File: src/include/alloc_settings.svh
// Sizes for the allocator RTL and its testbench
// ALLOC_NUM_PTRS must equal 2**ALLOC_PTR_WID

`ifndef ALLOC_SETTINGS_SVH
`define ALLOC_SETTINGS_SVH

// Buffer pool
`define ALLOC_NUM_PTRS 16
`define ALLOC_PTR_WID 4

// Length of one buffer, up to ALLOC_BUF_SIZE bytes
`define ALLOC_BUF_SIZE 64
`define ALLOC_LEN_WID 7

// Frame limit and a size width with headroom above it
`define ALLOC_MAX_FRAME_SIZE 256
`define ALLOC_FRAME_SIZE_WID 10

// Register strobe bus
`define ALLOC_REG_ADDR_WID 2
`define ALLOC_REG_DATA_WID 32

`endif

File: src/source/alloc_pkg.sv
// Allocator types, sized from the settings header
// Register map is four words, no byte addressing

`include "alloc_settings.svh"

package alloc_pkg;

    // Buffer pointer and lengths
    typedef logic [`ALLOC_PTR_WID-1:0]        ptr_t;
    typedef logic [`ALLOC_LEN_WID-1:0]        len_t;
    typedef logic [`ALLOC_FRAME_SIZE_WID-1:0] frame_size_t;

    // One extra bit so a full pool of 16 fits
    typedef logic [`ALLOC_PTR_WID:0]          count_t;

    // Descriptor, one per buffer, 12 bits
    typedef struct packed {
        len_t len;
        logic eof;
        ptr_t next;
    } desc_t;

    // --------------------
    // Register addresses
    // --------------------
    typedef enum logic [`ALLOC_REG_ADDR_WID-1:0] {
        REG_CTRL   = 2'd0,  // bit 0 enable, bit 1 soft reset
        REG_STATUS = 2'd1,  // bit 0 init_done, free count from bit 8
        REG_FRAMES = 2'd2,
        REG_ERRORS = 2'd3
    } reg_addr_e;

endpackage

File: src/source/alloc_ram.sv
// Simple dual-port RAM, one write and one registered read port
// Read of a word written in the same cycle returns the old word

`timescale 1ns/1ps
`include "alloc_settings.svh"

module alloc_ram #(
    parameter type word_t = alloc_pkg::ptr_t,
    parameter int  DEPTH  = `ALLOC_NUM_PTRS
) (
    input  logic            clk,
    input  logic            wr,
    input  alloc_pkg::ptr_t wr_addr,
    input  word_t           wr_data,
    input  alloc_pkg::ptr_t rd_addr,
    output word_t           rd_data
);

    // Contents owned by the writers
    word_t mem [DEPTH];

    // Synchronous write
    always_ff @(posedge clk) begin
        if (wr) begin
            mem[wr_addr] <= wr_data;
        end
    end

    // One-cycle read latency
    always_ff @(posedge clk) begin
        rd_data <= mem[rd_addr];
    end

endmodule

File: src/source/alloc_free_pool.sv
// Free-pointer FIFO with a show-ahead head, refilled with every pointer after reset
// Push and pop are ignored until init_done; caller must check empty and full

`timescale 1ns/1ps
`include "alloc_settings.svh"

module alloc_free_pool (
    input  logic              clk,
    input  logic              rst,
    input  logic              push,
    input  alloc_pkg::ptr_t   push_ptr,
    input  logic              pop,
    output alloc_pkg::ptr_t   head,
    output logic              empty,
    output logic              full,
    output alloc_pkg::count_t count,
    output logic              init_done
);
    import alloc_pkg::*;

    ptr_t head_idx;
    ptr_t tail_idx;
    ptr_t rd_idx;
    ptr_t wr_data;
    ptr_t ram_q;
    ptr_t byp_ptr;
    logic byp_sel;
    logic filling;
    logic do_push;
    logic do_pop;

    // --------------------
    // Write and read side
    // --------------------
    // Fill walks the tail, so each pointer lands in its own slot
    assign filling = !init_done;
    assign do_push = filling || (push && !full);
    assign do_pop  = init_done && pop && !empty;
    assign wr_data = filling ? tail_idx : push_ptr;

    // Look one ahead on a pop so the next head is there a cycle later
    assign rd_idx = do_pop ? ptr_t'(head_idx + 1'b1) : head_idx;

    alloc_ram #(
        .word_t ( ptr_t ),
        .DEPTH  ( `ALLOC_NUM_PTRS )
    ) u_ptr_ram (
        .clk,
        .wr      ( do_push ),
        .wr_addr ( tail_idx ),
        .wr_data ( wr_data ),
        .rd_addr ( rd_idx ),
        .rd_data ( ram_q )
    );

    // Push into the slot being read, RAM would return stale data
    always_ff @(posedge clk) begin
        byp_ptr <= wr_data;
    end

    assign head  = byp_sel ? byp_ptr : ram_q;
    assign empty = (count == '0);
    assign full  = (count == count_t'(`ALLOC_NUM_PTRS));

    // --------------------
    // Indices and count
    // --------------------
    always_ff @(posedge clk) begin
        if (rst) begin
            head_idx  <= '0;
            tail_idx  <= '0;
            count     <= '0;
            byp_sel   <= 1'b0;
            init_done <= 1'b0;
        end else begin
            byp_sel <= do_push && (tail_idx == rd_idx);
            if (do_push) begin
                tail_idx <= tail_idx + 1'b1;
            end
            if (do_pop) begin
                head_idx <= head_idx + 1'b1;
            end
            count <= count + count_t'(do_push) - count_t'(do_pop);
            // Last fill write, pool holds every pointer next cycle
            if (filling && tail_idx == ptr_t'(`ALLOC_NUM_PTRS - 1)) begin
                init_done <= 1'b1;
            end
        end
    end

endmodule

File: src/source/alloc_sg_core.sv
// Single-context scatter/gather allocator, pointers and descriptors only
// Descriptor read in the cycle of its write returns the old descriptor

`timescale 1ns/1ps
`include "alloc_settings.svh"

module alloc_sg_core (
    input  logic                   clk,
    input  logic                   rst,
    input  logic                   en,
    // Scatter side
    input  logic                   store_req,
    input  logic                   store_eof,
    input  alloc_pkg::len_t        store_len,
    output logic                   store_rdy,
    output alloc_pkg::ptr_t        store_ptr,
    // Frame completion
    output logic                   frame_valid,
    output logic                   frame_error,
    output alloc_pkg::ptr_t        frame_ptr,
    output alloc_pkg::frame_size_t frame_size,
    // Gather side
    input  logic                   load_req,
    input  alloc_pkg::ptr_t        load_ptr,
    output logic                   load_valid,
    output logic                   load_eof,
    output alloc_pkg::len_t        load_len,
    output alloc_pkg::ptr_t        load_next,
    // Recycle side
    input  logic                   recycle_req,
    input  alloc_pkg::ptr_t        recycle_ptr,
    output logic                   recycle_rdy,
    output logic                   recycle_ack,
    // Status
    output logic                   init_done,
    output alloc_pkg::count_t      free_count
);
    import alloc_pkg::*;

    ptr_t        pool_head;
    logic        pool_empty;
    logic        pool_full;
    count_t      pool_count;
    logic        pool_init;
    logic        pool_pop;
    logic        held_valid;
    logic        store_acc;
    logic        recycle_acc;
    logic        in_frame;
    ptr_t        first_ptr;
    frame_size_t run_size;
    frame_size_t size_base;
    frame_size_t size_next;
    logic [`ALLOC_FRAME_SIZE_WID:0] size_sum;
    desc_t       wr_desc;
    desc_t       rd_desc;
    desc_t       load_desc;
    logic        load_vld_s1;

    // --------------------
    // Pointer supply
    // --------------------
    alloc_free_pool u_free_pool (
        .clk,
        .rst,
        .push      ( recycle_acc ),
        .push_ptr  ( recycle_ptr ),
        .pop       ( pool_pop ),
        .head      ( pool_head ),
        .empty     ( pool_empty ),
        .full      ( pool_full ),
        .count     ( pool_count ),
        .init_done ( pool_init )
    );

    assign store_rdy   = en && init_done && held_valid;
    assign store_acc   = store_req && store_rdy;
    // Refill the held slot, or replace it as a store consumes it
    assign pool_pop    = pool_init && !pool_empty && (store_acc || !held_valid);
    assign recycle_rdy = init_done && !pool_full;
    assign recycle_acc = recycle_req && recycle_rdy;
    // Held pointer counts as free
    assign free_count  = pool_count + count_t'(held_valid);

    // --------------------
    // Descriptors
    // --------------------
    // Next is the pool head, which becomes the following store_ptr
    assign wr_desc = '{len: store_len, eof: store_eof, next: pool_head};

    alloc_ram #(
        .word_t ( desc_t ),
        .DEPTH  ( `ALLOC_NUM_PTRS )
    ) u_desc_ram (
        .clk,
        .wr      ( store_acc ),
        .wr_addr ( store_ptr ),
        .wr_data ( wr_desc ),
        .rd_addr ( load_ptr ),
        .rd_data ( rd_desc )
    );

    // Running sum, saturates instead of wrapping
    assign size_base = in_frame ? run_size : '0;
    assign size_sum  = {1'b0, size_base} + store_len;
    assign size_next = size_sum[`ALLOC_FRAME_SIZE_WID] ? '1
                                                        : size_sum[`ALLOC_FRAME_SIZE_WID-1:0];

    always_ff @(posedge clk) begin
        if (rst) begin
            held_valid  <= 1'b0;
            init_done   <= 1'b0;
            in_frame    <= 1'b0;
            frame_valid <= 1'b0;
            recycle_ack <= 1'b0;
            load_vld_s1 <= 1'b0;
            load_valid  <= 1'b0;
        end else begin
            if (pool_pop) begin
                held_valid <= 1'b1;
            end else if (store_acc) begin
                held_valid <= 1'b0;
            end
            // Sticky, exhaustion does not clear it
            if (pool_init && held_valid) begin
                init_done <= 1'b1;
            end
            if (store_acc) begin
                in_frame <= !store_eof;
            end
            frame_valid <= store_acc && store_eof;
            recycle_ack <= recycle_acc;
            // Valid rides alongside the RAM read
            load_vld_s1 <= load_req;
            load_valid  <= load_vld_s1;
        end
    end

    // Payload registers
    always_ff @(posedge clk) begin
        if (pool_pop) begin
            store_ptr <= pool_head;
        end
        if (store_acc && store_eof) begin
            frame_ptr   <= in_frame ? first_ptr : store_ptr;
            frame_size  <= size_next;
            frame_error <= size_next > frame_size_t'(`ALLOC_MAX_FRAME_SIZE);
        end else if (store_acc) begin
            run_size <= size_next;
            if (!in_frame) begin
                first_ptr <= store_ptr;
            end
        end
        load_desc <= rd_desc;
    end

    assign load_len  = load_desc.len;
    assign load_eof  = load_desc.eof;
    assign load_next = load_desc.next;

endmodule

File: src/source/alloc_ctrl_regs.sv
// Control, status and counter registers on a strobe bus
// Writes take effect at once, reads return one cycle after reg_rd

`timescale 1ns/1ps
`include "alloc_settings.svh"

module alloc_ctrl_regs (
    input  logic                           clk,
    input  logic                           rst,
    input  logic                           reg_wr,
    input  logic                           reg_rd,
    input  alloc_pkg::reg_addr_e           reg_addr,
    input  logic [`ALLOC_REG_DATA_WID-1:0] reg_wdata,
    output logic [`ALLOC_REG_DATA_WID-1:0] reg_rdata,
    output logic                           reg_rvalid,
    output logic                           ctrl_en,
    output logic                           ctrl_reset,
    input  logic                           init_done,
    input  alloc_pkg::count_t              free_count,
    input  logic                           frame_valid,
    input  logic                           frame_error
);
    import alloc_pkg::*;

    logic                           ctrl_wr;
    logic [`ALLOC_REG_DATA_WID-1:0] frame_cnt;
    logic [`ALLOC_REG_DATA_WID-1:0] error_cnt;
    logic [`ALLOC_REG_DATA_WID-1:0] rd_mux;

    assign ctrl_wr = reg_wr && (reg_addr == REG_CTRL);

    // --------------------
    // Control and counters
    // --------------------
    always_ff @(posedge clk) begin
        if (rst) begin
            ctrl_en    <= 1'b0;
            ctrl_reset <= 1'b0;
            frame_cnt  <= '0;
            error_cnt  <= '0;
            reg_rvalid <= 1'b0;
        end else begin
            // Soft reset also leaves the core disabled
            if (ctrl_wr) begin
                ctrl_en <= reg_wdata[0] && !reg_wdata[1];
            end
            ctrl_reset <= ctrl_wr && reg_wdata[1];
            // Both counters stick at all ones
            if (frame_valid && frame_cnt != '1) begin
                frame_cnt <= frame_cnt + 1'b1;
            end
            if (frame_valid && frame_error && error_cnt != '1) begin
                error_cnt <= error_cnt + 1'b1;
            end
            reg_rvalid <= reg_rd;
        end
    end

    // --------------------
    // Read mux
    // --------------------
    always_comb begin
        rd_mux = '0;
        case (reg_addr)
            REG_CTRL: begin
                rd_mux[0] = ctrl_en;
                rd_mux[1] = ctrl_reset;
            end
            REG_STATUS: begin
                rd_mux[0] = init_done;
                rd_mux[8 +: $bits(count_t)] = free_count;
            end
            REG_FRAMES: rd_mux = frame_cnt;
            REG_ERRORS: rd_mux = error_cnt;
            default:    rd_mux = '0;
        endcase
    end

    always_ff @(posedge clk) begin
        if (reg_rd) begin
            reg_rdata <= rd_mux;
        end
    end

endmodule

File: src/source/alloc_sg_top.sv
// Allocator top, register block in front of one scatter/gather core
// Soft reset restarts the core only, counters keep their values

`timescale 1ns/1ps
`include "alloc_settings.svh"

module alloc_sg_top (
    input  logic                           clk,
    input  logic                           rst,
    // Register bus
    input  logic                           reg_wr,
    input  logic                           reg_rd,
    input  alloc_pkg::reg_addr_e           reg_addr,
    input  logic [`ALLOC_REG_DATA_WID-1:0] reg_wdata,
    output logic [`ALLOC_REG_DATA_WID-1:0] reg_rdata,
    output logic                           reg_rvalid,
    // Scatter side
    input  logic                           store_req,
    input  logic                           store_eof,
    input  alloc_pkg::len_t                store_len,
    output logic                           store_rdy,
    output alloc_pkg::ptr_t                store_ptr,
    // Frame completion
    output logic                           frame_valid,
    output logic                           frame_error,
    output alloc_pkg::ptr_t                frame_ptr,
    output alloc_pkg::frame_size_t         frame_size,
    // Gather side
    input  logic                           load_req,
    input  alloc_pkg::ptr_t                load_ptr,
    output logic                           load_valid,
    output logic                           load_eof,
    output alloc_pkg::len_t                load_len,
    output alloc_pkg::ptr_t                load_next,
    // Recycle side
    input  logic                           recycle_req,
    input  alloc_pkg::ptr_t                recycle_ptr,
    output logic                           recycle_rdy,
    output logic                           recycle_ack,
    output logic                           init_done
);
    import alloc_pkg::*;

    logic   ctrl_en;
    logic   ctrl_reset;
    logic   core_rst;
    count_t free_count;

    // Core restarts on either reset
    assign core_rst = rst || ctrl_reset;

    // --------------------
    // Register block
    // --------------------
    alloc_ctrl_regs u_ctrl_regs (
        .clk,
        .rst,
        .reg_wr,
        .reg_rd,
        .reg_addr,
        .reg_wdata,
        .reg_rdata,
        .reg_rvalid,
        .ctrl_en,
        .ctrl_reset,
        .init_done,
        .free_count,
        .frame_valid,
        .frame_error
    );

    // --------------------
    // Allocator core
    // --------------------
    alloc_sg_core u_sg_core (
        .clk,
        .rst ( core_rst ),
        .en  ( ctrl_en ),
        .store_req,
        .store_eof,
        .store_len,
        .store_rdy,
        .store_ptr,
        .frame_valid,
        .frame_error,
        .frame_ptr,
        .frame_size,
        .load_req,
        .load_ptr,
        .load_valid,
        .load_eof,
        .load_len,
        .load_next,
        .recycle_req,
        .recycle_ptr,
        .recycle_rdy,
        .recycle_ack,
        .init_done,
        .free_count
    );

endmodule

File: config.mk
export PLATFORM = sky130hd
export DESIGN_NAME = alloc_sg_top
export DESIGN_NICKNAME = d
export VERILOG_FILES = /design/src/source/alloc_pkg.sv /design/src/source/alloc_ram.sv /design/src/source/alloc_free_pool.sv /design/src/source/alloc_sg_core.sv /design/src/source/alloc_ctrl_regs.sv /design/src/source/alloc_sg_top.sv
export VERILOG_INCLUDE_DIRS = /design/src /design/src/include
export SDC_FILE = /design/constraint.sdc
export NUM_CORES = 1
export LEC_CHECK = 0
export BUFFER_PORTS_ARGS = -buffer_cell sky130_fd_sc_hd__clkbuf_2
export CAP_MARGIN = 20
export CORE_ASPECT_RATIO = 1.5
export CORE_MARGIN = 10
export CORE_UTILIZATION = 65
export CTS_CLUSTER_SIZE = 25
export DETAILED_ROUTE_END_ITERATION = 7
export PLACE_DENSITY = 0.85
export SKIP_CTS_REPAIR_TIMING = 1
export SYNTH_ARGS = -nofsm -noshare
export SYNTH_HDL_FRONTEND = slang
export SYNTH_SLANG_ARGS = --single-unit
File: constraint.sdc
create_clock -name clk -period 7.2 [get_ports clk]
set_input_delay 0 -clock clk [delete_from_list [all_inputs] [get_ports clk]]
set_output_delay 0 -clock clk [all_outputs]
set_load 0.05 [all_outputs]
# Word level (Yosys, flattened, before mapping)
# Memory sizes are Yosys's and may differ from the RTL's. A register that Yosys moved wholly into a read port is not among the register bits.
# Cells that the tools add are included.
word_totals:
  register_bits: 170
  wordCells: 98
  in_bits: 57
  n_memories: 2
  ramBits: 256
  out_inout_bits: 70
memory_table:
  columns: ["name", "words", "width", "rd", "rd_clocked_by_memory_dff", "write_ports", "line_no", "text"]
  rows:
  - ["u_sg_core.u_desc_ram.mem", 16, 12, 1, 1, 1, "alloc_ram.sv:20", "word_t mem [DEPTH];"]
  - ["u_sg_core.u_free_pool.u_ptr_ram.mem", 16, 4, 1, 1, 1, "alloc_ram.sv:20", null]
op_classes:
  n_addsub: 8
  n_reduce_logical: 33
  muxes: 17
  n_bitwise: 1
  n_eq_ne: 8
  magnitude_cmp: 1
op_table:
  columns: ["cell", "count"]
  rows:
  - ["$add 32x1->32 const B", 2]
  - ["$ne 32x32->1 const B", 2]
  - ["$pmux 19 s2", 1]
  - ["$logic_and 1x1->1", 20]
  - ["$mux 10", 2]
  - ["$mux 4", 4]
  - ["$pmux 5 s3", 1]
  - ["$pmux 6 s2", 1]
  - ["$add 10x7->11", 1]
  - ["$add 5x1->5", 2]
  - ["$gt 10x9->1 const B", 1]
  - ["$add 4x1->4 const B", 2]
  - ["$logic_not 1->1", 6]
  - ["$mux 1", 6]
  - ["$eq 5x5->1 const B", 1]
  - ["$logic_not 5->1", 1]
  - ["$sub 5x1->5", 1]
  - ["$eq 2x2->1 const B", 2]
  - ["$eq 4x4->1", 1]
  - ["$eq 4x4->1 const B", 1]
  - ["$pmux 1 s4", 1]
  - ["$logic_or 1x1->1", 3]
  - ["$pmux 1 s3", 1]
  - ["$eq 2x1->1 const B", 1]
  - ["other kinds (4)", 4]

# Longest topological paths before layout
# Gate-level depths: netlist of the first run.
depth:
  ltp_word: 10
  depth_mapped: 18
  depth_no_buf: 17

# By module
# From an unflattened synthesis of the first run, not the netlist that was laid out.
hier_totals:
  hier_cells: 1243
  hier_area_um2: 18426.4
by_module_without_submodules:
  columns: ["module", "seq_area_each_um2", "cells_per_inst", "area_each_um2", "instances"]
  rows:
  - ["alloc_ram at u_sg_core.u_desc_ram", 6005.8, 329, 7599.8, 1]
  - ["alloc_ctrl_regs", 2302.2, 520, 4976.0, 1]
  - ["alloc_ram at u_sg_core.u_free_pool.u_ptr_ram", 2001.9, 130, 2666.3, 1]
  - ["alloc_sg_core", 1371.3, 157, 2123.3, 1]
  - ["alloc_free_pool", 380.4, 106, 1054.8, 1]
  - ["alloc_sg_top", 0.0, 1, 6.3, 1]

# Worst setup path after synthesis of the first run
# OpenSTA, ideal clock, no wires.
synth_timing:
  path_type: "register -> register"
  from: "register u_sg_core.init_done"
  to: "memory u_sg_core.u_desc_ram.mem[0][0] (netlist name) (enable)"
  n_path_buf: 0
  slack_ns: 4.091
  t_required_ns: 6.804
  stages_incl_launch_ff: 5
  period_less_slack_ns: 3.109
  t_arrival_ns: 2.713
  setup_time_ns: 0.396
  cell_sequence: "dfxtp_1 > and3_1 > nand2_1 > or3_1 > nor3_1"
synth_between:
  elab_chain_cells: 5
synth_lines:
  columns: ["element", "line_no", "text"]
  rows:
  - ["start: declaration", "alloc_sg_core.sv:35", "output logic init_done,"]
  - ["start signal: assignment", "alloc_sg_core.sv:112", "init_done <= 1'b0;"]
  - ["start signal: assignment", "alloc_sg_core.sv:126", "init_done <= 1'b1;"]
  - ["$logic_and 1x1->1 (2 in series)", "alloc_sg_core.sv:76", "assign store_rdy = en && init_done && held_valid;"]
  - ["named net store_rdy", "alloc_sg_top.sv:21", "output logic store_rdy,"]
  - ["$logic_and 1x1->1", "alloc_sg_core.sv:77", "assign store_acc = store_req && store_rdy;"]
  - ["$mux 1", "alloc_ram.sv:24", "if (wr) begin"]
  - ["$mux 1 (not written as such)", "alloc_ram.sv:25", "mem[wr_addr] <= wr_data;"]
  - ["end: declaration", "alloc_ram.sv:20", null]
# The timed path passes the listed nets, and every way through them passes these cells.

# Worst setup path in the final report of the first run
layout_timing:
  from: "register u_sg_core.u_free_pool.count[3]"
  to: "register u_sg_core.u_free_pool.u_ptr_ram.rd_data[2] (netlist name) (read register of u_sg_core.u_free_pool.u_ptr_ram.mem)"
layout_between:
  elab_chain_cells: 7
layout_lines:
  columns: ["element", "line_no", "text"]
  rows:
  - ["start: declaration", "alloc_free_pool.sv:16", "output alloc_pkg::count_t count,"]
  - ["start signal: assignment", "alloc_free_pool.sv:83", "count <= count + count_t'(do_push) - count_t'(do_pop);"]
  - ["$logic_not 5->1 *", "alloc_free_pool.sv:62", "assign empty = (count == '0);"]
  - ["$logic_not 1->1 *", "alloc_free_pool.sv:38, alloc_sg_core.sv:79", null]
  - ["$logic_and 1x1->1 (2 in series)", "alloc_sg_core.sv:79", "assign pool_pop = pool_init && !pool_empty && (store_acc || !held_valid);"]
  - ["$logic_and 1x1->1", "alloc_free_pool.sv:38", "assign do_pop = init_done && pop && !empty;"]
  - ["$logic_and 1x1->1 *", "alloc_free_pool.sv:38", null]
  - ["$mux 4 *", null, null]
  - ["end: declaration", "alloc_ram.sv:16", "output word_t rd_data"]
# Mark *: on every way between the ends. The rest lies on a longest branch, timed or not.
# A chain may end at the register's enable or synchronous reset.

==> results of run 1 <==
==> routing by layer <==
metal,share of wire (%),up-vias
met5,0,-
met4,3.9,0
met3,6.8,130
met2,53,574
met1,36,5740
li1,-,5161
==> tightest hold or removal path, cell delays in order <==
cell and delay [ns]:
clkbuf_2 0.09, nand2_1 0.04, o21ai_0 0.06, buf_4 0.21
==> worst min-delay path by stage <==
| stage | from | to | slack (ns) | cells after the start |
|---|---|---|---|---|
| final | recycle_ptr[1] | u_sg_core.u_free_pool.byp_ptr[1]$_DFF_P_ | -0.07 | 4 |
| after detailed placement | load_req | u_sg_core.load_vld_s1$_SDFF_PP0_ | 0.22 | 2 |
| after floorplan | store_len[5] | u_sg_core.u_desc_ram.mem[0][10]$_DFFE_PP_ | 0.1 | 0 |
| after global routing | store_len[0] | u_sg_core.u_desc_ram.mem[14][5]$_DFFE_PP_ | 0.03 | 1 |
| after CTS | load_req | u_sg_core.load_vld_s1$_SDFF_PP0_ | -0.34 | 2 |
| after global placement | load_req | u_sg_core.load_vld_s1$_SDFF_PP0_ | 0.20 | 2 |
==> state kept, by name (all words and copies together), names as in the netlist, 5 cells and up <==
register	cells
u_ctrl_regs.error_cnt	32
u_ctrl_regs.frame_cnt	32
u_ctrl_regs.reg_rdata	32
u_sg_core.frame_size	10
u_sg_core.load_len	7
u_sg_core.run_size	10
u_sg_core.u_desc_ram.mem	192
u_sg_core.u_desc_ram.rd_data	12
u_sg_core.u_free_pool.count	5
u_sg_core.u_free_pool.u_ptr_ram.mem	64
==> power groups by stage <==
stage | Clock, uW | Sequential (uW) | Combinational, uW
2_1_floorplan | 0 | 2910 | 166
3_3_place_gp | 0 | 2860 | 298
3_5_place_dp | 0 | 2870 | 307
4_1_cts | 2220 | 2810 | 309
5_1_grt | 2310 | 2820 | 344
6_report | 2200 | 2810 | 317
==> logic make-up (layout without fill, tap and decap cells) <==
| family | count (synthesis) | in the layout | share of synthesized area [%] |
|---|---|---|---|
| flip-flops | 442 | 442 | 64.5 |
| AND/OR/NAND/NOR | 379 | 379 | 10.9 |
| AO/OA/AOI/OAI | 142 | 142 | 4.91 |
| multiplexers | 139 | 139 | 12.8 |
| buffers and inverters | 95 | 250 | 2.04 |
| XOR/XNOR | 64 | 64 | 3.00 |
| adder cells (fa/ha/maj) | 26 | 26 | 1.82 |
==> layout by cell type (no fill, tap or decap), types with 37 or more instances in the layout <==
cell	count
clkbuf_16	42
clkbuf_2	95
dfxtp_1	121
edfxtp_1	321
mux4_2	77
nand2_1	49
nor2_1	109
o21ai_0	37
xnor2_1	42
==> layout make-up <==
class	instances	area share (%)
clock inverters	22	1.16
well taps	351	2.08
flip-flops and latches	442	57.1
repair buffers	139	4.00
clock buffers	52	5.34
multi-input cells	750	29.7
inverters	37	0.657
==> per-stage QoR <==
step / setup WS [ns] / instances / power [uW] / area [sq um]
after floorplan: 4.09 / 1287 / 3080 / 18700
after global placement: 3.40 / 1701 / 3160 / 19600
after detailed placement: 3.26 / 1701 / 3180 / 19600
after CTS: 3.20 / 1775 / 5340 / 21000
after global routing: 3.24 / 1793 / 5470 / 21100
final: 3.50 / 1793 / 5330 / 21100
==> run metrics, run 1 <==
CP endpoint=u_sg_core.u_free_pool.u_ptr_ram.rd_data[2]$_DFF_P_; slowest cell delay on critical path=0.71 ns; Synth area leaders=edfxtp_1, dfxtp_1, mux4_2; post-synthesis sequential area ratio=64.5%; grt ovf=0; I/O Buffers=96; Hold Slack=-0.0652 ns; endpoints failing hold=1; Clock power frac=41.2%; R2R Path End=u_sg_core.u_free_pool.u_ptr_ram.rd_data[2]$_DFF_P_; total number of yosys warnings=0; PwrDens=252 nW/um^2; Slew Viols, Final=0; CTS tree=built; maxcap violations=0; WP depth=10; Slew Limit Headroom=22.7%; initial antenna violation count=0; Sequential Power Share=52.8%; Filler Cells Inserted=1695; RR Startpoint=u_sg_core.u_free_pool.count[3]$_SDFF_PP0_; die width=158 um; FF-to-FF path depth=10; CP startpoint=u_sg_core.u_free_pool.count[3]$_SDFF_PP0_; part of the power in combinational logic=5.9%; Setup-failing EPs final=0; DRC=0; First DRT Iteration DRCs=987; area of the die=36100 sq um; Total GRT Usage=23.3%; n_diodes=0; grt met1 use=27.5%; global-route wire length before repair=64800 um; RD Place Congestion=0.879; detailed-route via count=11600; final worst-path cycle share=51.4%; unique cell type count in the Yosys netlist=66; Clock Latency Late Sink=0.55 ns; core area=28500 sq um; Reg clk slew, reported paths=0.06 ns; crit-path cells=inv_1 > ha_1 > nor4b_1 > a211o_1 > inv_2 > xnor2_1 > buf_4 > mux2_2 > o2111ai_1 > o21ai_1; top cell type's share of synthesized area=51.6%; drt total wl=42300 um; Clock Tree Buf Depth=3; met2 global-route usage=41.7%; initial core utilization=65.5%; leak pwr=0.00727 uW; antenna viol nets, final=0; Critical path buffers and inverters=3; min-delay worst type=in -> reg; utilization after layout=74.1%; row count=76; IO Count=127; synthesized area=18700 sq um; Area Growth Syn to Fin=13.0%; Synth Flop Type=edfxtp_1; Setup Skew=0.0291 ns; Mapped Avg Cell Area=14.5 sq um; RSZ-0062 raised after global routing=false; vias per cell=6.47; Post-synth ARST share=0%; die span in y=228 um; startpoint types=flip-flop; failing checks=hold timing; CP top delay family=compound AO/OA/AOI/OAI gates; most frequent cell after synthesis=edfxtp_1; CP max FO=28; Top Usage Layer GRT=met2; status=finished with violations; Syn Inst Count=1287; CTS Buf Count=40; DPL Wire Length=26900 um; H-tree depth=2; CP max-delay cell=a211o_1; CTS sink count=442; vias in the first global route=11800; number of enable flip-flop cells after synthesis=321; top cells by count, synth=edfxtp_1, dfxtp_1, nor2_1; cell taking the most area after synthesis=edfxtp_1; Worst EP required=7.61 ns; share of cells above drive strength 1=22.5%; switching share of power=21.8%; Slew @ Worst Pin=1.16 ns; crit end category=flip-flop; minimum clock period=3.70 ns; Seq cells post-synth=442; DR pass1 iterations=5; Psw=1160 uW; CTS root buf=clkbuf_16; FF-to-FF setup slack=3.50 ns; setup TNS=0 ns; largest net degree at the start of global routing=70; CP Class=reg -> reg; Peak VDD IR=0.000268 V; Arr. time, crit path=4.11 ns; wire per inst=23.6 um; register area=12100 sq um; met3 usage=3.62%; multi-input combinational cell area=6270 sq um; achievable frequency=270 MHz; internal power=4160 uW; Final #Nets=1493; Post-Syn Nets=1370
Power figures use the tool's default switching activity.
==> run 2, diff against run 1 <==
CORE_UTILIZATION = 60   (was 65)
PLACE_DENSITY = 0.79   (was 0.85)
clock period = 3.8 ns   (was 7.2 ns; I/O delays follow)
==> run 2 against run 1 <==
  * The flow still finishes with violations (hold timing)
  * Cell count rose by 3.3%
  * Clock power rose by 87%
  * Clock skew fell by 0.013 ns
  * First-iteration DRC count fell by 8.4%
  * Setup slack got worse by 2.8 ns
  * Via count fell by 2.2%
  * Non-clock buffer count rose by 5
  * Critical endpoint is now u_sg_core.frame_error$_DFFE_PP_
==> run metrics, run 2 (same netlist as run 1, synthesis figures left out) <==
status=finished with violations (unchanged); failing checks=hold timing (unchanged); minimum clock period=3.06 ns (was 3.70 ns); Reg clk slew, reported paths=0.06 ns (about the same); core area=30900 sq um (was 28500 sq um); CTS Buf Count=41 (was 40); utilization after layout=68.7% (was 74.1%); startpoint types=flip-flop (unchanged); min-delay worst type=in -> reg (unchanged); die width=164 um (was 158 um); multi-input combinational cell area=6270 sq um (unchanged); detailed-route via count=11300 (was 11600); DR pass1 iterations=7 (was 5); largest net degree at the start of global routing=69 (was 70); Total GRT Usage=21.3% (was 23.3%); DPL Wire Length=27100 um (was 26900 um); Slew Limit Headroom=42.5% (was 22.7%); most flop-heavy register=u_sg_core.u_desc_ram.mem (unchanged); I/O Buffers=96 (unchanged); Worst EP required=4.10 ns (was 7.61 ns); CP startpoint=u_sg_core.in_frame$_SDFFE_PP0P_ (was u_sg_core.u_free_pool.count[3]$_SDFF_PP0_); area post-placement=19700 sq um (was 19600 sq um); row count=79 (was 76); Filler Cells Inserted=2033 (was 1695); endpoints failing hold=16 (was 1); CP top delay family=compound AO/OA/AOI/OAI gates (unchanged); Clock Tree Buf Depth=3 (unchanged); IO Count=127 (unchanged); most common cell after layout, fill and taps aside=edfxtp_1 (unchanged); Hold Slack=-0.0289 ns (was -0.0652 ns); global-route wire length before repair=65000 um (was 64800 um); RR Startpoint=u_sg_core.in_frame$_SDFFE_PP0P_ (was u_sg_core.u_free_pool.count[3]$_SDFF_PP0_); crit end category=flip-flop (unchanged); share of cells above drive strength 1=22.8% (was 22.5%); PwrDens=472 nW/um^2 (was 252 nW/um^2); setup TNS=0 ns (unchanged); crit-path cells=and2_1 > ha_1 > inv_1 > fa_1 > nand2b_1 > a211oi_1 > o21ai_0 > a22o_1 > nand4b_1 > a21o_1 (was inv_1 > ha_1 > nor4b_1 > a211o_1 > inv_2 > xnor2_1 > buf_4 > mux2_2 > o2111ai_1 > o21ai_1); antenna viol nets, final=0 (unchanged); register area=12100 sq um (unchanged); grt ovf=0 (unchanged); Clock Latency Late Sink=0.55 ns (about the same); drt total wl=41200 um (was 42300 um); final worst-path cycle share=80.6% (was 51.4%); max FFs per register=192 (unchanged); CTS root buf=clkbuf_16 (unchanged); maxcap violations=0 (unchanged); wire per inst=22.2 um (was 23.6 um); initial antenna violation count=0 (unchanged); Area Growth Syn to Fin=13.7% (was 13.0%); die span in y=236 um (was 228 um); slowest cell delay on critical path=0.63 ns (was 0.71 ns); post-route cell area=21200 sq um (was 21100 sq um); leak pwr=0.00731 uW (was 0.00727 uW); Arr. time, crit path=3.37 ns (was 4.11 ns); Slew @ Worst Pin=0.863 ns (was 1.16 ns); CP max FO=13 (was 28); Setup Skew=0.0165 ns (was 0.0291 ns); First DRT Iteration DRCs=904 (was 987); CTS sink count=442 (unchanged); CP max-delay cell=dfxtp_1 (was a211o_1); achievable frequency=326 MHz (was 270 MHz); Top Registers=u_sg_core.u_desc_ram.mem (192), u_sg_core.u_free_pool.u_ptr_ram.mem (64) (unchanged); DRC=0 (unchanged); initial core utilization=60.4% (was 65.5%); Peak VDD IR=0.000388 V (was 0.000268 V); Critical path buffers and inverters=1 (was 3); leading cell types in the layout, fill and taps excluded=edfxtp_1, dfxtp_1, nor2_1, clkbuf_2, mux4_2 (unchanged); area of the die=38800 sq um (was 36100 sq um); RD Place Congestion=0.865 (was 0.879); H-tree depth=2 (unchanged); hold path start=store_eof (was recycle_ptr[1]); CTS tree=built (unchanged); Final #Nets=1499 (was 1493); vias in the first global route=11800 (about the same); n_diodes=0 (unchanged); Slew Viols, Final=0 (unchanged); Total Power=10000 uW (was 5330 uW); Setup-failing EPs final=0 (unchanged); RSZ-0062 raised after global routing=false (unchanged); CP Class=reg -> reg (unchanged); vias per cell=6.12 (was 6.47)
-- run 2: stage by stage --
stage,setup slack [ns],instances,hold WS [ns]
floorplan,0.691,1287,0.0989
global placement,0.869,1758,0.205
detailed placement,0.803,1759,0.212
CTS,0.779,1834,-0.362
global route,0.483,1853,0.00275
finish,0.737,1853,-0.0289
-- run 2: path summary, 6_finish.rpt --
path                                         endpoint  slack [ns]  depth (start not counted)
max                   u_sg_core.frame_error$_DFFE_PP_        0.74                         10
min          u_sg_core.u_desc_ram.mem[0][4]$_DFFE_PP_       -0.03                          1
max reg2reg           u_sg_core.frame_error$_DFFE_PP_        0.74                         10
min reg2reg            u_sg_core.load_next[0]$_DFF_P_        0.33                          0
-- run 2: power by group --
group / total, uW / internal [uW] / switching (uW) / leakage [uW]
clock: 4110 / 2330 / 1780 / 0.000658
combinational: 596 / 216 / 380 / 0.00270
sequential: 5330 / 5280 / 48.8 / 0.00395
total: 10000 / 7820 / 2210 / 0.00731
-- run 2: layout make-up --
class                      instances  area share [%]
tap                              405            2.39
timing repair buffer             144            4.31
inverter                          37           0.654
multi-input combinational        750            29.5
sequential                       442            56.8
clock buffer                      50            5.27
clock inverter                    25            1.11
-- run 2: per-layer routing --
layer  GRT usage [%]  vias to the layer above  part of all wire, %
met5               0                        -                    0
met4            7.71                        0                  3.0
met3            3.61                       92                  6.1
met2            38.0                      405                   54
met1            25.0                     5680                   37
li1                -                     5171                    -
==> run 3, diff against run 2 <==
CORE_UTILIZATION = 55   (was 60)
PLACE_DENSITY = 0.76   (was 0.79)
clock period = 2.8 ns   (was 3.8 ns; I/O delays follow)
==> run 3 against run 2 <==
  * Sequential power rose by 36%
  * First-iteration DRC count fell by 21%
  * Register-to-register slack got worse by 0.56 ns
  * Largest power group unchanged
  * Utilization down 4.3 points
  * Total power is 37% higher
  * Combinational power rose by 41%
  * Non-clock buffer count up 24
  * The flow still finishes with violations (hold timing)
  * Flip-flop and latch count stayed put
  * Die area rose by 8.1%
  * Wire length rose by 2.4%
  * Critical endpoint unchanged
==> run metrics, run 3 (same netlist as run 1, synthesis figures left out) <==
area post-placement=19900 sq um (was 19700 sq um); CTS tree=built (unchanged); I/O Buffers=96 (unchanged); Worst EP required=3.10 ns (was 4.10 ns); global-route wire length before repair=65800 um (was 65000 um); Slew Viols, Final=0 (unchanged); Total GRT Usage=20.1% (was 21.3%); most common cell after layout, fill and taps aside=edfxtp_1 (unchanged); CTS Buf Count=43 (was 41); CP max FO=12 (was 13); largest net degree at the start of global routing=49 (was 69); die width=171 um (was 164 um); First DRT Iteration DRCs=715 (was 904); Slew @ Worst Pin=0.895 ns (was 0.863 ns); Slew Limit Headroom=40.4% (was 42.5%); RSZ-0062 raised after global routing=false (unchanged); post-route cell area=21500 sq um (was 21200 sq um); failing checks=hold timing (unchanged); Clock Latency Late Sink=0.54 ns (was 0.55 ns); endpoints failing hold=1 (was 16); Total Power=13800 uW (was 10000 uW); row count=82 (was 79); achievable frequency=382 MHz (was 326 MHz); Reg clk slew, reported paths=0.06 ns (about the same); DRC=0 (unchanged); most flop-heavy register=u_sg_core.u_desc_ram.mem (unchanged); startpoint types=flip-flop (unchanged); initial core utilization=55.9% (was 60.4%); FF-to-FF path depth=9 (was 10); hold depth=4 (was 1); grt ovf=0 (unchanged); vias per cell=5.99 (was 6.12); crit end category=flip-flop (unchanged); DR pass1 iterations=5 (was 7); Peak VDD IR=0.000547 V (was 0.000388 V); share of cells above drive strength 1=24.5% (was 22.8%); min-delay worst type=in -> reg (unchanged); max FFs per register=192 (unchanged); area of the die=41900 sq um (was 38800 sq um); Top Registers=u_sg_core.u_desc_ram.mem (192), u_sg_core.u_free_pool.u_ptr_ram.mem (64) (unchanged); Setup Skew=0.0124 ns (was 0.0165 ns); H-tree depth=2 (unchanged); wire per inst=22.2 um (about the same); Filler Cells Inserted=2379 (was 2033); leak pwr=0.00748 uW (was 0.00731 uW); detailed-route via count=11400 (was 11300); setup TNS=0 ns (unchanged); IO Count=127 (unchanged); core area=33400 sq um (was 30900 sq um); CTS root buf=clkbuf_16 (unchanged); Final #Nets=1525 (was 1499); minimum clock period=2.62 ns (was 3.06 ns); PwrDens=641 nW/um^2 (was 472 nW/um^2); Arr. time, crit path=2.92 ns (was 3.37 ns); initial antenna violation count=0 (unchanged); die span in y=246 um (was 236 um); antenna viol nets, final=0 (unchanged); maxcap violations=0 (unchanged); Setup-failing EPs final=0 (unchanged); status=finished with violations (unchanged); RD Place Congestion=0.872 (was 0.865); n_diodes=0 (unchanged); Hold Slack=-0.0441 ns (was -0.0289 ns); final worst-path cycle share=93.6% (was 80.6%); drt total wl=42200 um (was 41200 um); Clock Tree Buf Depth=3 (unchanged); leading cell types in the layout, fill and taps excluded=edfxtp_1, dfxtp_1, nor2_1, clkbuf_2, mux4_2 (unchanged); CP Class=reg -> reg (unchanged); CTS sink count=442 (unchanged); vias in the first global route=11700 (was 11800); Area Growth Syn to Fin=15.1% (was 13.7%); DPL Wire Length=28600 um (was 27100 um)
==> run 3: layout make-up <==
class | instances | area, sq um | area share (%)
Clock inverter | 21 | 186 | 0.866
Tap cell | 420 | 526 | 2.44
Timing Repair Buffer | 168 | 1090 | 5.05
Clock buffer | 57 | 1210 | 5.63
Inverter | 37 | 139 | 0.645
Multi-Input combinational cell | 750 | 6300 | 29.3
Sequential cell | 442 | 12100 | 56.1
==> run 3: worst paths after layout <==
| path | startpoint | to | slack, ns |
|---|---|---|---|
| setup / recovery | u_sg_core.in_frame$_SDFFE_PP0P_ | u_sg_core.frame_error$_DFFE_PP_ | 0.18 |
| setup reg to reg | u_sg_core.in_frame$_SDFFE_PP0P_ | u_sg_core.frame_error$_DFFE_PP_ | 0.18 |
| hold / removal | recycle_ptr[0] | u_sg_core.u_free_pool.byp_ptr[0]$_DFF_P_ | -0.04 |
| hold reg to reg | u_sg_core.u_desc_ram.rd_data[7]$_DFF_P_ | u_sg_core.load_len[2]$_DFF_P_ | 0.33 |
==> run 3: metal layers <==
metal	track usage [%]	wire, um
met5	0	0
met4	5.82	846
met3	3.41	2340
met2	36.9	22900
met1	23.4	16100
==> run 3: through the flow <==
step | util (%) | instances | setup slack (ns)
after floorplan | - | 1287 | 0.0161
after global routing | 64.3 | 1895 | 0.0678
after global placement | 59.6 | 1801 | 0.212
final | 64.3 | 1895 | 0.180
after detailed placement | 59.6 | 1801 | 0.130
after CTS | 63.8 | 1879 | 0.120
==> run 3: critical path: stages (launching register included) <==
cell and delay [ns]:
dfxtp_1 0.31, buf_4 0.18, and2_1 0.15, ha_1 0.33
a21o_1 0.19, a21o_1 0.21, a211o_1 0.37, a22o_1 0.26
nand4b_1 0.18, a21o_1 0.19
==> run 3: where the power goes <==
group	internal, uW	switching (uW)	total [uW]
Sequential	7170	68.7	7240
Combinational	307	531	838
Clock	3330	2380	5710
